## src/ll_stream_pkg.sv

```systemverilog
package ll_stream_pkg;

   // --------------------
   // stream payloads
   // --------------------

   // one word of the 36-bit fifo interface.
   // occ is only looked at on the last word of a frame.
   typedef struct packed {
      logic [1:0]  occ;
      logic        eof;
      logic        sof;
      logic [31:0] data;
   } f36_word_t;

   // one beat of the ll8 byte interface.
   typedef struct packed {
      logic       eof;
      logic       sof;
      logic [7:0] data;
   } ll8_beat_t;

   // bit widths, for the generic fifo.
   localparam int F36_WIDTH = 36;
   localparam int LL8_WIDTH = 10;

   // every short fifo holds 2**4 entries.
   localparam int SHORT_FIFO_AW = 4;

   // --------------------
   // occupancy rule
   // --------------------

   // all four bytes valid; 1..3 count valid bytes from the msb.
   localparam logic [1:0] OCC_FULL = 2'd0;

   // --------------------
   // converter states
   // --------------------

   // byte lane, BYTE0 is data[31:24].
   typedef enum logic [1:0] {
      BYTE0 = 2'd0,
      BYTE1 = 2'd1,
      BYTE2 = 2'd2,
      BYTE3 = 2'd3
   } byte_sel_e;

   // packer output register.
   typedef enum logic {
      FILLING = 1'b0,
      HOLDING = 1'b1
   } pack_state_e;

endpackage

```

## src/fifo36_to_ll8.sv

```systemverilog
`timescale 1ns/1ps

module fifo36_to_ll8
   import ll_stream_pkg::*;
(
   input  logic      clk,
   input  logic      reset,
   input  logic      clear_i,
   input  f36_word_t f36_i,
   input  logic      f36_src_rdy_i,
   output logic      f36_dst_rdy_o,
   output ll8_beat_t ll_o,
   output logic      ll_src_rdy_o,
   input  logic      ll_dst_rdy_i
);

   f36_word_t f36_int;
   logic      f36_src_rdy_int;
   logic      f36_dst_rdy_int;
   ll8_beat_t ll_int;
   logic      ll_src_rdy_int;
   logic      ll_dst_rdy_int;

   // head fifo keeps the unpacker from stalling the word source.
   fifo_short #(.WIDTH(F36_WIDTH)) u_head_fifo (
      .clk       (clk),
      .reset     (reset),
      .clear_i   (clear_i),
      .data_i    (f36_i),
      .src_rdy_i (f36_src_rdy_i),
      .dst_rdy_o (f36_dst_rdy_o),
      .data_o    (f36_int),
      .src_rdy_o (f36_src_rdy_int),
      .dst_rdy_i (f36_dst_rdy_int)
   );

   fifo36_unpack u_unpack (
      .clk            (clk),
      .reset          (reset),
      .clear_i        (clear_i),
      .word_i         (f36_int),
      .word_src_rdy_i (f36_src_rdy_int),
      .word_dst_rdy_o (f36_dst_rdy_int),
      .beat_o         (ll_int),
      .beat_src_rdy_o (ll_src_rdy_int),
      .beat_dst_rdy_i (ll_dst_rdy_int)
   );

   // tail fifo, breaks the ready chain to the byte sink.
   fifo_short #(.WIDTH(LL8_WIDTH)) u_tail_fifo (
      .clk       (clk),
      .reset     (reset),
      .clear_i   (clear_i),
      .data_i    (ll_int),
      .src_rdy_i (ll_src_rdy_int),
      .dst_rdy_o (ll_dst_rdy_int),
      .data_o    (ll_o),
      .src_rdy_o (ll_src_rdy_o),
      .dst_rdy_i (ll_dst_rdy_i)
   );

endmodule

```

## src/fifo36_unpack.sv

```systemverilog
`timescale 1ns/1ps

module fifo36_unpack
   import ll_stream_pkg::*;
(
   input  logic      clk,
   input  logic      reset,
   input  logic      clear_i,
   input  f36_word_t word_i,
   input  logic      word_src_rdy_i,
   output logic      word_dst_rdy_o,
   output ll8_beat_t beat_o,
   output logic      beat_src_rdy_o,
   input  logic      beat_dst_rdy_i
);

   byte_sel_e lane_q;
   logic      advance;
   logic      last_byte;

   // --------------------
   // byte select
   // --------------------

   always_comb begin
      case (lane_q)
         BYTE0:   beat_o.data = word_i.data[31:24];
         BYTE1:   beat_o.data = word_i.data[23:16];
         BYTE2:   beat_o.data = word_i.data[15:8];
         default: beat_o.data = word_i.data[7:0];
      endcase
   end

   // sof only on the first lane of a first word.
   assign beat_o.sof = word_i.sof & (lane_q == BYTE0);

   // eof where the occupancy code says the frame stops.
   always_comb begin
      case (lane_q)
         BYTE0:   beat_o.eof = word_i.eof & (word_i.occ == 2'd1);
         BYTE1:   beat_o.eof = word_i.eof & (word_i.occ == 2'd2);
         BYTE2:   beat_o.eof = word_i.eof & (word_i.occ == 2'd3);
         default: beat_o.eof = word_i.eof & (word_i.occ == OCC_FULL);
      endcase
   end

   // --------------------
   // handshake
   // --------------------

   assign beat_src_rdy_o = word_src_rdy_i;
   assign advance        = word_src_rdy_i & beat_dst_rdy_i;
   assign last_byte      = (lane_q == BYTE3) | beat_o.eof;

   // pop the word on the last byte we use from it.
   assign word_dst_rdy_o = advance & last_byte;

   always_ff @(posedge clk) begin
      if (reset || clear_i) begin
         lane_q <= BYTE0;
      end else if (advance) begin
         if (last_byte) begin
            lane_q <= BYTE0;
         end else begin
            lane_q <= byte_sel_e'(lane_q + 2'd1);
         end
      end
   end

endmodule

```

## src/fifo_short.sv

```systemverilog
`timescale 1ns/1ps

module fifo_short
   import ll_stream_pkg::*;
#(
   parameter int WIDTH = F36_WIDTH
) (
   input  logic             clk,
   input  logic             reset,
   input  logic             clear_i,
   input  logic [WIDTH-1:0] data_i,
   input  logic             src_rdy_i,
   output logic             dst_rdy_o,
   output logic [WIDTH-1:0] data_o,
   output logic             src_rdy_o,
   input  logic             dst_rdy_i
);

   logic [WIDTH-1:0]         mem [2**SHORT_FIFO_AW];
   logic [SHORT_FIFO_AW-1:0] wr_ptr;
   logic [SHORT_FIFO_AW-1:0] rd_ptr;
   logic [SHORT_FIFO_AW:0]   count;
   logic                     do_write;
   logic                     do_read;

   // full exactly when the count reaches 2**aw.
   assign dst_rdy_o = ~count[SHORT_FIFO_AW];
   assign src_rdy_o = (count != '0);

   assign do_write = src_rdy_i & dst_rdy_o;
   assign do_read  = src_rdy_o & dst_rdy_i;

   // head entry straight from the array, no path from the inputs.
   assign data_o = mem[rd_ptr];

   always_ff @(posedge clk) begin
      if (do_write) begin
         mem[wr_ptr] <= data_i;
      end
   end

   always_ff @(posedge clk) begin
      if (reset || clear_i) begin
         wr_ptr <= '0;
         rd_ptr <= '0;
         count  <= '0;
      end else begin
         if (do_write) begin
            wr_ptr <= wr_ptr + 1'b1;
         end
         if (do_read) begin
            rd_ptr <= rd_ptr + 1'b1;
         end
         // simultaneous push and pop leave the count alone.
         if (do_write && !do_read) begin
            count <= count + 1'b1;
         end else if (do_read && !do_write) begin
            count <= count - 1'b1;
         end
      end
   end

endmodule

```

## src/ll8_pack.sv

```systemverilog
`timescale 1ns/1ps

module ll8_pack
   import ll_stream_pkg::*;
(
   input  logic      clk,
   input  logic      reset,
   input  logic      clear_i,
   input  ll8_beat_t beat_i,
   input  logic      beat_src_rdy_i,
   output logic      beat_dst_rdy_o,
   output f36_word_t word_o,
   output logic      word_src_rdy_o,
   input  logic      word_dst_rdy_i
);

   byte_sel_e   lane_q;
   pack_state_e state_q;
   f36_word_t   word_q;
   f36_word_t   word_next;
   logic        accept;
   logic        close_word;

   // --------------------
   // handshake
   // --------------------

   assign beat_dst_rdy_o = (state_q == FILLING);
   assign word_src_rdy_o = (state_q == HOLDING);
   assign word_o         = word_q;

   assign accept     = beat_src_rdy_i & beat_dst_rdy_o;
   assign close_word = (lane_q == BYTE3) | beat_i.eof;

   // --------------------
   // word assembly
   // --------------------

   always_comb begin
      word_next = word_q;
      // a new word starts from zero, so unused lanes stay clear.
      if (lane_q == BYTE0) begin
         word_next     = '0;
         word_next.sof = beat_i.sof;
      end
      case (lane_q)
         BYTE0:   word_next.data[31:24] = beat_i.data;
         BYTE1:   word_next.data[23:16] = beat_i.data;
         BYTE2:   word_next.data[15:8]  = beat_i.data;
         default: word_next.data[7:0]   = beat_i.data;
      endcase
      word_next.eof = beat_i.eof;
      // byte count so far, modulo 4.
      word_next.occ = lane_q + 2'd1;
   end

   always_ff @(posedge clk) begin
      if (reset || clear_i) begin
         state_q <= FILLING;
         lane_q  <= BYTE0;
         word_q  <= '0;
      end else begin
         case (state_q)
            FILLING: begin
               if (accept) begin
                  word_q <= word_next;
                  if (close_word) begin
                     state_q <= HOLDING;
                     lane_q  <= BYTE0;
                  end else begin
                     lane_q <= byte_sel_e'(lane_q + 2'd1);
                  end
               end
            end
            default: begin
               // held until the tail fifo takes it.
               if (word_dst_rdy_i) begin
                  state_q <= FILLING;
               end
            end
         endcase
      end
   end

endmodule

```

## src/ll8_to_fifo36.sv

```systemverilog
`timescale 1ns/1ps

module ll8_to_fifo36
   import ll_stream_pkg::*;
(
   input  logic      clk,
   input  logic      reset,
   input  logic      clear_i,
   input  ll8_beat_t ll_i,
   input  logic      ll_src_rdy_i,
   output logic      ll_dst_rdy_o,
   output f36_word_t f36_o,
   output logic      f36_src_rdy_o,
   input  logic      f36_dst_rdy_i
);

   ll8_beat_t ll_int;
   logic      ll_src_rdy_int;
   logic      ll_dst_rdy_int;
   f36_word_t f36_int;
   logic      f36_src_rdy_int;
   logic      f36_dst_rdy_int;

   // head fifo on the byte side.
   fifo_short #(.WIDTH(LL8_WIDTH)) u_head_fifo (
      .clk       (clk),
      .reset     (reset),
      .clear_i   (clear_i),
      .data_i    (ll_i),
      .src_rdy_i (ll_src_rdy_i),
      .dst_rdy_o (ll_dst_rdy_o),
      .data_o    (ll_int),
      .src_rdy_o (ll_src_rdy_int),
      .dst_rdy_i (ll_dst_rdy_int)
   );

   ll8_pack u_pack (
      .clk            (clk),
      .reset          (reset),
      .clear_i        (clear_i),
      .beat_i         (ll_int),
      .beat_src_rdy_i (ll_src_rdy_int),
      .beat_dst_rdy_o (ll_dst_rdy_int),
      .word_o         (f36_int),
      .word_src_rdy_o (f36_src_rdy_int),
      .word_dst_rdy_i (f36_dst_rdy_int)
   );

   // tail fifo on the word side.
   fifo_short #(.WIDTH(F36_WIDTH)) u_tail_fifo (
      .clk       (clk),
      .reset     (reset),
      .clear_i   (clear_i),
      .data_i    (f36_int),
      .src_rdy_i (f36_src_rdy_int),
      .dst_rdy_o (f36_dst_rdy_int),
      .data_o    (f36_o),
      .src_rdy_o (f36_src_rdy_o),
      .dst_rdy_i (f36_dst_rdy_i)
   );

endmodule

```

## src/ll_bridge_top.sv

```systemverilog
`timescale 1ns/1ps

module ll_bridge_top
   import ll_stream_pkg::*;
(
   input  logic      clk,
   input  logic      reset,
   input  logic      clear_i,

   // downstream, words in and bytes out.
   input  f36_word_t dn_f36_i,
   input  logic      dn_f36_src_rdy_i,
   output logic      dn_f36_dst_rdy_o,
   output ll8_beat_t dn_ll_o,
   output logic      dn_ll_src_rdy_o,
   input  logic      dn_ll_dst_rdy_i,

   // upstream, bytes in and words out.
   input  ll8_beat_t up_ll_i,
   input  logic      up_ll_src_rdy_i,
   output logic      up_ll_dst_rdy_o,
   output f36_word_t up_f36_o,
   output logic      up_f36_src_rdy_o,
   input  logic      up_f36_dst_rdy_i
);

   fifo36_to_ll8 u_dn_path (
      .clk           (clk),
      .reset         (reset),
      .clear_i       (clear_i),
      .f36_i         (dn_f36_i),
      .f36_src_rdy_i (dn_f36_src_rdy_i),
      .f36_dst_rdy_o (dn_f36_dst_rdy_o),
      .ll_o          (dn_ll_o),
      .ll_src_rdy_o  (dn_ll_src_rdy_o),
      .ll_dst_rdy_i  (dn_ll_dst_rdy_i)
   );

   ll8_to_fifo36 u_up_path (
      .clk           (clk),
      .reset         (reset),
      .clear_i       (clear_i),
      .ll_i          (up_ll_i),
      .ll_src_rdy_i  (up_ll_src_rdy_i),
      .ll_dst_rdy_o  (up_ll_dst_rdy_o),
      .f36_o         (up_f36_o),
      .f36_src_rdy_o (up_f36_src_rdy_o),
      .f36_dst_rdy_i (up_f36_dst_rdy_i)
   );

endmodule

```

## config.mk

```make
export PLATFORM = sky130hd
export DESIGN_NAME = ll_bridge_top
export DESIGN_NICKNAME = d
export VERILOG_FILES = /design/src/ll_stream_pkg.sv /design/src/fifo36_to_ll8.sv /design/src/fifo36_unpack.sv /design/src/fifo_short.sv /design/src/ll8_pack.sv /design/src/ll8_to_fifo36.sv /design/src/ll_bridge_top.sv
export SDC_FILE = /design/constraint.sdc
export NUM_CORES = 1
export LEC_CHECK = 0
export BUFFER_PORTS_ARGS = -buffer_cell sky130_fd_sc_hd__buf_4
export CORE_MARGIN = 3
export CORE_UTILIZATION = 50
export CTS_CLUSTER_SIZE = 28
export DETAILED_ROUTE_END_ITERATION = 16
export PLACE_DENSITY = 0.63
export SYNTH_ARGS = -nofsm -noshare
export SYNTH_HDL_FRONTEND = slang
export SYNTH_SLANG_ARGS = --single-unit
export TNS_END_PERCENT = 30
```

## constraint.sdc

```tcl
create_clock -name clk -period 4.7 [get_ports clk]
set_clock_uncertainty 0.2 [all_clocks]
set_input_delay 0.47 -clock clk [delete_from_list [all_inputs] [get_ports clk]]
set_output_delay 0.47 -clock clk [all_outputs]
set_load 0.02 [all_outputs]
```

==> impl_metrics.yaml, run 1 <==
timing:
  setup_viol: 0
  fin_crit_sh_pct: 89.26
  hold_violations: 0
  max_freq_ghz: 0.2384
  slew_viol_final: 0
  rsz0062_at_grt: "false"
  max_slew_margin_pct: 16.64
  worstMarginPinSlew_ns: 1.242
  setup_tns_ns: 0
  post-route-min-period_ns: 4.195
setup_path:
  ff2ff_path_depth: 8
  max_stage_delay_ns: 0.65
  r2r-end: "u_dn_path.u_tail_fifo.mem[15][7]"
  rrSetupSlack_ns: 0.50
  cp_data_required_time_ns: 4.97
  cp.arrival_ns: 4.47
  endpoint_kind: "flip-flop"
  cpMostUsedCell: "buf_4"
  crit_fanout: 34
  crit_chain: "buf_4 > buf_4 > mux4_2 > mux4_2 > a222oi_1 > buf_4 > o21ai_1 > buf_4"
  crit_slowest_cell: "buf_4"
  worstSetupStartpointType: "flip-flop"
  critical_path_class: "flip-flop to flip-flop"
  crit_path_end: "u_dn_path.u_tail_fifo.mem[15][7]"
layout:
  nets: 3064
  areaGrowthSynthToFinish_pct: 14.97
  layout-drive-gt1-share_pct: 30.21
  n_fill_cell: 8420
  layoutNonFillerInstCount: 4703
floorplan:
  die_w_um: 353.5
  rows: 126
  start_util_pct: 50.79
  ioPinCount: 103
  core_area_um2: 118900
  dieArea_um2: 124900
  die_h_um: 353.5
synthesis:
  synth.net_count: 2784
  yosys_register_bits: 1581
  avgSynthCellArea_um2: 22.50
  synthesis.area_um2: 60370
  synth.most_common_cell: "edfxtp_1"
  synth-async-reset-ratio_pct: 0
  ys.warnings.count: 0
  synth_cell_types: 44
  synth_area_leaders: "edfxtp_1, mux4_2, dfxtp_1, ha_1, nor2_1"
  synth_top_area_share_pct: 73.22
  yosysTopAreaCell: "edfxtp_1"
  synth_flop_cell: "edfxtp_1"
  synth_commonest_cells: "edfxtp_1, mux4_2, nor2_1"
  syn_inst: 2683
  synth-edff-count: 1472
  seq_area_frac_synth_pct: 76.83
placed_design:
  io_buffers: 102
  hpwl_um: 72490
  gp_congestion: 0.7465
  placed_cells: 4352
grt:
  grt_overflow: 0
  grt_pass1_wl_um: 195300
  grt_usage_pct: 21.38
  grt_pass1_vias: 29170
  grt_start_max_net_pins: 79
  antenna_found_initial: 9
routing:
  drt_pre_antenna_iters: 5
  avgRoutedWirePerCell_um: 27.98
  via_count: 28080
  postRouteAntennaNets: 0
  drc_errors: 0
  drt-vias-per-instance: 5.972
  drt_wl_total_um: 131600
  drt_iter0_markers: 2809
power:
  leakagePower_nw: 21.19
  p_per_area_nw_per_um2: 456.2
  peakVddDrop_v: 0.0003763
clock_network:
  cts_inserted_buffers: 159
  cts_hold_buf: 50
  post_cts_buffers: 0
  cts_tree: "yes"
  clkSlewWorstSetupHoldPaths_ns: 0.06
  clk_path_buf_depth: 3
  root_buffer: "clkbuf_16"
  cts.sinks: 1581
  htreeDepth: 4
  cts_resized: 0
  clock_latency_ns: 0.76
job:
  cap_violations: 0
hold_path:
  hp-class: "input pin to flip-flop"
status:
  status: "completed"
[sequential cells by signal (all words and copies together) (netlist names), 4 cells and up, named ones only]
| name | flops |
|---|---|
| u_up_path.u_tail_fifo.rd_ptr | 4 |
| u_dn_path.u_tail_fifo.mem | 160 |
| u_up_path.u_head_fifo.rd_ptr | 4 |
| u_dn_path.u_tail_fifo.rd_ptr | 4 |
| u_up_path.u_pack.word_o | 36 |
| u_up_path.u_head_fifo.wr_ptr | 4 |
| u_up_path.u_head_fifo.mem | 160 |
| u_dn_path.u_head_fifo.mem | 576 |
| u_up_path.u_head_fifo.count | 5 |
| u_dn_path.u_head_fifo.count | 5 |
| u_dn_path.u_head_fifo.wr_ptr | 4 |
| u_up_path.u_tail_fifo.mem | 576 |
| u_dn_path.u_head_fifo.rd_ptr | 4 |
| u_up_path.u_tail_fifo.count | 5 |
| u_dn_path.u_tail_fifo.count | 5 |
| u_dn_path.u_tail_fifo.wr_ptr | 4 |
| u_up_path.u_tail_fifo.wr_ptr | 4 |
[cell families (layout without fill, tap and decap cells)]
| family | Yosys count | after routing | share of synthesized area, % |
|---|---|---|---|
| flops | 1581 | 1581 | 76.83 |
| mux | 471 | 471 | 17.31 |
| simple gates | 268 | 268 | 1.878 |
| buf+inv | 166 | 581 | 1.219 |
| compound gates | 112 | 112 | 1.167 |
| fa+ha+maj | 48 | 48 | 1.045 |
| xor+xnor | 37 | 37 | 0.5492 |
| other cells | 0 | 5 | 0 |
[layer usage]
layer | vias up | track usage (%) | wire length, um
met5 | - | 0 | 27
met1 | 15100 | 29.93 | 54390
met2 | 952 | 34.71 | 65650
met4 | 4 | 6.349 | 3398
met3 | 227 | 4.064 | 8136
li1 | 11810 | - | -
[worst max-delay path: cells and delay by family (launching register included)]
family                 cells  cell delay [ns]
muxes                      2             1.09
AOI/OAI and AO/OA          2             0.48
buffers and inverters      4             1.65
DFF                        1             0.46
[how the worst min path moves through the flow]
stage                                               start  cells after the start                         endpoint  slack (ns)
after global routing                      dn_ll_dst_rdy_i                      4  u_dn_path.u_tail_fifo.rd_ptr[1]        0.13
after detailed placement  u_dn_path.u_head_fifo.rd_ptr[3]                      2                        flip-flop        0.29
after CTS                                 dn_ll_dst_rdy_i                      4  u_dn_path.u_tail_fifo.rd_ptr[1]        0.08
after global placement    u_up_path.u_tail_fifo.rd_ptr[3]                      2                        flip-flop        0.27
after floorplan           u_dn_path.u_head_fifo.rd_ptr[3]                      2                        flip-flop        0.25
final                                     dn_ll_dst_rdy_i                      4  u_dn_path.u_tail_fifo.rd_ptr[1]        0.12
[power breakdown]
| group | switching (mW) | internal, mW | leakage (nW) |
|---|---|---|---|
| clock | 5.17 | 6.96 | 2.48 |
| sequential | 0.269 | 15.7 | 14.0 |
| combinational | 2.04 | 1.52 | 4.73 |
[area by class of cell]
class	count	area, um2	share of cell area, %
Inverter	26	97.59	0.1406
Clock buffer	210	4377	6.306
Antenna cell	5	12.51	0.01803
Tap cell	1600	2002	2.884
Clock inverter	86	664.4	0.9572
Multi-Input combinational cell	936	13480	19.43
Sequential cell	1581	46410	66.87
Timing Repair Buffer	259	2357	3.396
[through the flow]
step                      hold WS, ns  setup slack, ns  instance area [um2]  util, %  total power [mW]
final                          0.1217           0.5048                69410    58.39             31.67
after CTS                     0.07722           0.4188                69400    58.38             31.97
after floorplan                0.2479           0.5139                60370        -             18.52
after detailed placement       0.2873           0.4601                63860    53.72             19.83
after global routing           0.1349           0.1959                69400    58.38             32.85
after global placement         0.2656           0.5317                63860    53.72             19.68
[layout by cell type (no fill, tap or decap), types with 13 or more instances in the layout]
| cell | count |
|---|---|
| clkinv_2 | 31 |
| clkbuf_16 | 164 |
| clkinv_1 | 35 |
| a22oi_1 | 24 |
| xnor2_1 | 15 |
| buf_4 | 186 |
| buf_12 | 23 |
| ha_1 | 44 |
| mux4_2 | 453 |
| nor2_1 | 116 |
| inv_1 | 25 |
| xor2_1 | 21 |
| nor2_4 | 24 |
| dlygate4sd3_1 | 50 |
| nand2_1 | 67 |
| mux2i_1 | 13 |
| dfxtp_1 | 99 |
| clkbuf_1 | 36 |
| a21oi_1 | 48 |
| edfxtp_1 | 1472 |
No activity file was read; power rests on OpenSTA's default activity.
==> run 2, diff against run 1 <==
--- a/config.mk
+++ b/config.mk
@@ -7,10 +7,10 @@
 export LEC_CHECK = 0
 export BUFFER_PORTS_ARGS = -buffer_cell sky130_fd_sc_hd__buf_4
 export CORE_MARGIN = 3
-export CORE_UTILIZATION = 50
+export CORE_UTILIZATION = 41
 export CTS_CLUSTER_SIZE = 28
 export DETAILED_ROUTE_END_ITERATION = 16
-export PLACE_DENSITY = 0.63
+export PLACE_DENSITY = 0.53
 export SYNTH_ARGS = -nofsm -noshare
 export SYNTH_HDL_FRONTEND = slang
 export SYNTH_SLANG_ARGS = --single-unit
==> impl_metrics.yaml, run 2 (synthesis results as in run 1) <==
setup_path:
  max_stage_delay_ns: 0.87
  crit_slowest_cell: "buf_4"
  ff2ff_path_depth: 5
  critical_path_class: "flip-flop to flip-flop"
  endpoint_kind: "flip-flop"
  cp_top_family: "compound AO/OA/AOI/OAI gates"
  cp.arrival_ns: 4.35
  crit_chain: "buf_4 > mux4_2 > mux4_2 > a222oi_1 > o21ai_1"
  path_buf_inv: 1
  worstSetupStartpointType: "flip-flop"
  r2r-end: "u_dn_path.u_tail_fifo.mem[4][4]"
  crit_fanout: 69
  cp_data_required_time_ns: 4.86
  rrSetupSlack_ns: 0.51
  cpMostUsedCell: "mux4_2"
layout:
  nets: 3074
  layout-drive-gt1-share_pct: 30.47
  reg_top3: "u_dn_path.u_head_fifo.mem: 576 flops, u_up_path.u_tail_fifo.mem: 576 flops"
  postLayoutCellArea_um2: 69940
  final_common_cell: "edfxtp_1"
  final_cell_mix: "edfxtp_1, mux4_2, buf_4"
  areaGrowthSynthToFinish_pct: 15.85
hold_path:
  hold_path_end: "u_up_path.u_head_fifo.wr_ptr[0]"
  min_from: "up_ll_src_rdy_i"
  hold_depth: 4
  hp-class: "input pin to flip-flop"
timing:
  post-route-min-period_ns: 4.194
  worstMarginPinSlew_ns: 1.115
  max_slew_margin_pct: 25.20
  rsz0062_at_grt: "false"
  hold_violations: 0
  setup_viol: 0
  max_freq_ghz: 0.2384
  setup_tns_ns: 0
  slew_viol_final: 0
  fin_crit_sh_pct: 89.24
  worst_slack_ns: 0.5056
floorplan:
  rows: 140
  start_util_pct: 41.37
  ioPinCount: 103
  die_w_um: 389.7
  die_h_um: 389.7
  core_area_um2: 145900
  dieArea_um2: 151900
clock_network:
  clkSlewWorstSetupHoldPaths_ns: 0.06
  clock_latency_ns: 0.78
  clk_path_buf_depth: 3
  cts_resized: 0
  cts_inserted_buffers: 166
  cts_tree: "yes"
  cts.sinks: 1581
  htreeDepth: 4
  root_buffer: "clkbuf_16"
grt:
  grt_usage_pct: 18.46
  antenna_found_initial: 8
  grt_pass1_vias: 29410
  grt_pass1_wl_um: 202900
  grt_overflow: 0
  grt_start_max_net_pins: 70
job:
  cap_violations: 0
power:
  leakagePower_nw: 21.26
  peakVddDrop_v: 0.0003448
  p_per_area_nw_per_um2: 458.0
  finalPower_mw: 32.03
routing:
  via_count: 27850
  postRouteAntennaNets: 0
  drt-vias-per-instance: 5.538
  drt_wl_total_um: 138700
  avgRoutedWirePerCell_um: 27.58
  drc_errors: 0
  drt_pre_antenna_iters: 5
  drt_iter0_markers: 2402
placed_design:
  gp_congestion: 0.7275
  dpl-instance-area_um2: 64200
  hpwl_um: 76280
  io_buffers: 102
  dpl_worst_slack_ns: 0.4954
status:
  status: "completed"
==> run 2: cell count changes in the layout (fill, tap and decap cells not counted), sizes merged <==
cell | previous run | this run
buf | 209 | 212
clkbuf | 210 | 219
clkinvlp | 3 | 2
diode | 5 | 4
inv | 34 | 33
==> run 2: final cells by class <==
type	count	area, um2
Fill cell	11660	75970
Sequential cell	1581	46420
Multi-Input combinational cell	936	13480
Clock buffer	219	4504
Tap cell	1917	2399
Timing Repair Buffer	262	2305
Clock inverter	84	728.2
Inverter	26	97.59
Antenna cell	4	10.01
==> run 2: worst max path at each step <==
stage                          start                               to  slack (ns)  cells after the start
floorplan           dn_f36_src_rdy_i  u_dn_path.u_head_fifo.mem[3][0]        0.51                      4
global placement           flip-flop   u_dn_path.u_head_fifo.count[4]        0.52                     15
CTS                        flip-flop  u_dn_path.u_tail_fifo.mem[0][4]        0.46                      5
detailed placement         flip-flop  u_dn_path.u_tail_fifo.mem[1][4]        0.50                      5
global route               flip-flop  u_dn_path.u_tail_fifo.mem[4][4]        0.26                      5
finish                     flip-flop  u_dn_path.u_tail_fifo.mem[4][4]        0.51                      5
==> run 2: routing by layer <==
layer,vias to the layer above,wire [um],track usage [%]
met5,-,31,0
met2,776,69440,30.66
met3,203,6928,3.177
met4,4,3266,5.210
met1,15030,59050,25.29
li1,11840,-,-
==> run 2: worst reg2reg max path: cells and delay by family, from the launching register on <==
family                 cells  cell delay (ns)
AO/OA/AOI/OAI              2             1.09
multiplexers               2             1.01
buffers and inverters      1             0.89
flip-flops                 1             0.59
==> run 2: timing repair <==
action	in CTS	in global routing
hold endpoints to repair	747	0
buffers inserted	0	0
hold buffers	50	0
==> run 2: stage by stage <==
stage | util, % | std cells | hold WS [ns]
5_1_grt | 47.93 | 5026 | 0.1247
6_report | 47.93 | 5029 | 0.1443
3_5_place_dp | 44.00 | 4672 | 0.2726
3_3_place_gp | 44.00 | 4672 | 0.2630
2_1_floorplan | - | 2683 | 0.2479
4_1_cts | 47.93 | 5025 | 0.08501
==> run 2: where the power goes <==
part / switching, mW / leakage [nW] / internal, mW / total, mW
registers: 0.291 / 14.0 / 15.7 / 16.0
clock network: 5.33 / 2.56 / 7.16 / 12.5
logic: 2.02 / 4.72 / 1.53 / 3.55
total: 7.64 / 21.3 / 24.4 / 32.0
==> run 3, diff against run 2 <==
--- a/config.mk
+++ b/config.mk
@@ -6,12 +6,15 @@
 export NUM_CORES = 1
 export LEC_CHECK = 0
 export BUFFER_PORTS_ARGS = -buffer_cell sky130_fd_sc_hd__buf_4
+export CELL_PAD_IN_SITES_DETAIL_PLACEMENT = 0
+export CELL_PAD_IN_SITES_GLOBAL_PLACEMENT = 2
 export CORE_MARGIN = 3
 export CORE_UTILIZATION = 41
 export CTS_CLUSTER_SIZE = 28
 export DETAILED_ROUTE_END_ITERATION = 16
-export PLACE_DENSITY = 0.53
+export PLACE_DENSITY = 0.64
 export SYNTH_ARGS = -nofsm -noshare
 export SYNTH_HDL_FRONTEND = slang
+export SYNTH_HIERARCHICAL = 1
 export SYNTH_SLANG_ARGS = --single-unit
 export TNS_END_PERCENT = 30
==> impl_metrics.yaml, run 3 <==
setup_path:
  rrSetupSlack_ns: 0.58
  cp_data_required_time_ns: 4.88
  cp.arrival_ns: 4.29
  crit_chain: "buf_12 > buf_12 > mux4_2 > a22oi_1 > nand2_1 > a222oi_1 > a21oi_1"
  endpoint_kind: "flip-flop"
  cpMostUsedCell: "buf_12"
  critical_path_class: "flip-flop to flip-flop"
  max_stage_delay_ns: 0.82
  worstSetupStartpointType: "flip-flop"
  crit_slowest_cell: "a222oi_1"
  crit_fanout: 43
grt:
  grt_start_max_net_pins: 52
  grt_pass1_wl_um: 209200
  grt_overflow: 0
  antenna_found_initial: 6
  grt_usage_pct: 18.96
  grt_pass1_vias: 30230
synthesis:
  synth_commonest_cells: "edfxtp_1, mux4_2, a22oi_1"
  synth_flop_cell: "edfxtp_1"
  synthesis.area_um2: 60790
  yosysTopAreaCell: "edfxtp_1"
  ys.warnings.count: 6
  yosys_register_bits: 1581
  seq_area_frac_synth_pct: 76.30
  synth_top_area_share_pct: 72.71
  synth.most_common_cell: "edfxtp_1"
  synth-edff-count: 1472
  synth_compound_area_share_pct: 3.419
  synth.net_count: 3011
  synth_area_leaders: "edfxtp_1, mux4_2, dfxtp_1, a22oi_1, mux4_1"
  syn_inst: 2909
  synth_cell_types: 60
  synth-async-reset-ratio_pct: 0
  synth_mux_area_share_pct: 13.96
  avgSynthCellArea_um2: 20.90
  synth_top_family_by_area: "multiplexers"
  synth_fa_ha_area_share_pct: 1.058
  synthXorXnorAreaFrac_pct: 0.4899
  synth-simple-area-share_pct: 3.297
hold_path:
  hp-class: "input pin to flip-flop"
power:
  peakVddDrop_v: 0.0002925
  finalPower_mw: 31.63
  leakagePower_nw: 21.48
  p_per_area_nw_per_um2: 454.0
layout:
  nets: 3250
  layoutNonFillerInstCount: 5202
  reg_top3: "u_dn_path/u_head_fifo/mem: 576 flops, u_up_path/u_tail_fifo/mem: 576 flops"
  areaGrowthSynthToFinish_pct: 14.62
  layout-drive-gt1-share_pct: 24.35
  final_cell_mix: "edfxtp_1, mux4_2, a22oi_1"
  final_common_cell: "edfxtp_1"
clock_network:
  cts_resized: 0
  cts_tree: "yes"
  clk_path_buf_depth: 3
  clkSlewWorstSetupHoldPaths_ns: 0.06
  htreeDepth: 4
  cts_inserted_buffers: 166
  clock_latency_ns: 0.79
  cts.sinks: 1581
  root_buffer: "clkbuf_16"
job:
  cap_violations: 0
placed_design:
  hpwl_um: 78520
  gp_congestion: 0.7332
  io_buffers: 102
  placed_cells: 4846
floorplan:
  start_util_pct: 41.51
  die_h_um: 391.1
  rows: 140
  core_area_um2: 146400
  ioPinCount: 103
  die_w_um: 391.1
  dieArea_um2: 152900
status:
  status: "completed"
routing:
  avgRoutedWirePerCell_um: 27.65
  drt_iter0_markers: 2454
  postRouteAntennaNets: 0
  drt_pre_antenna_iters: 5
  drt-vias-per-instance: 5.615
  via_count: 29210
  drt_wl_total_um: 143800
  drc_errors: 0
timing:
  max_slew_margin_pct: 21.79
  rsz0062_at_grt: "false"
  worstMarginPinSlew_ns: 1.172
  slew_viol_final: 0
  fin_crit_sh_pct: 87.56
  setup_viol: 0
  setup_tns_ns: 0
  max_freq_ghz: 0.2430
  post-route-min-period_ns: 4.115
  hold_violations: 0
-- run 3: changes by cell type after synthesis, sizes merged, moves of 30 or more --
cell,before,now
a22oi,24,184
buf,55,85
nand2,67,147
mux4,457,368
nor2,140,93
and2,6,70
-- run 3: worst paths after layout --
| kind | from | endpoint | depth (start not counted) |
|---|---|---|---|
| max | flip-flop | u_dn_path/u_tail_fifo/mem[0][6] | 7 |
| min | up_ll_src_rdy_i | u_up_path/u_head_fifo/wr_ptr[0] | 4 |
| max reg2reg | flip-flop | u_dn_path/u_tail_fifo/mem[0][6] | 7 |
| min reg2reg | u_up_path/u_tail_fifo/rd_ptr[3] | u_up_path/u_tail_fifo/rd_ptr[3] | 2 |
-- run 3: stage by stage --
step	hold WS (ns)	worst slack, ns	util [%]	instance area [um2]
after floorplan	0.2802	0.8891	-	60790
after global placement	0.2998	0.6963	43.63	63890
after detailed placement	0.3172	0.6571	43.63	63890
after CTS	0.03938	0.6210	47.58	69670
after global routing	0.09774	0.4100	47.58	69680
final	0.09471	0.5848	47.58	69680
-- run 3: what timing repair did --
action | in CTS | in global routing
buffers inserted | 0 | 0
hold buffers | 51 | 0
endpoints found under the hold margin | 757 | 0
-- run 3: logic make-up (layout without fill, tap and decap cells) --
family / count (synthesis) / count (layout)
other: 0 / 4
and+or+nand+nor: 409 / 409
buffers and inverters: 171 / 543
adders and majority gates: 49 / 49
muxes: 376 / 376
DFF: 1581 / 1581
xor gates and xnor gates: 34 / 34
AOI/OAI and AO/OA: 289 / 289
-- run 3: final cells by class --
type | count | area [um2]
Timing Repair Buffer | 219 | 1884
Inverter | 23 | 86.33
Clock buffer | 221 | 4493
Antenna cell | 4 | 10.01
Sequential cell | 1581 | 46400
Multi-Input combinational cell | 1157 | 13630
Fill cell | 12020 | 76760
Clock inverter | 80 | 774.5
Tap cell | 1917 | 2399
-- run 3: power by group --
group          switching, mW  internal, mW
logic                   1.66          1.25
registers              0.334          15.8
clock network           5.32          7.30
total                   7.32          24.3
-- run 3: worst max-delay path: cells and delay by family (launching register included) --
| kind | cells | cell delay, ns |
|---|---|---|
| AO/OA/AOI/OAI | 3 | 1.58 |
| buffers and inverters | 2 | 0.70 |
| flip-flops | 1 | 0.49 |
| multiplexers | 1 | 0.55 |
| AND/OR/NAND/NOR | 1 | 0.13 |
-- run 3: metal layers --
layer	wire (um)	GRT usage, %	up-vias
li1	-	-	12550
met1	61440	25.84	15650
met2	72050	31.83	821
met3	7306	3.165	196
met4	3023	4.900	2
met5	13	0	-
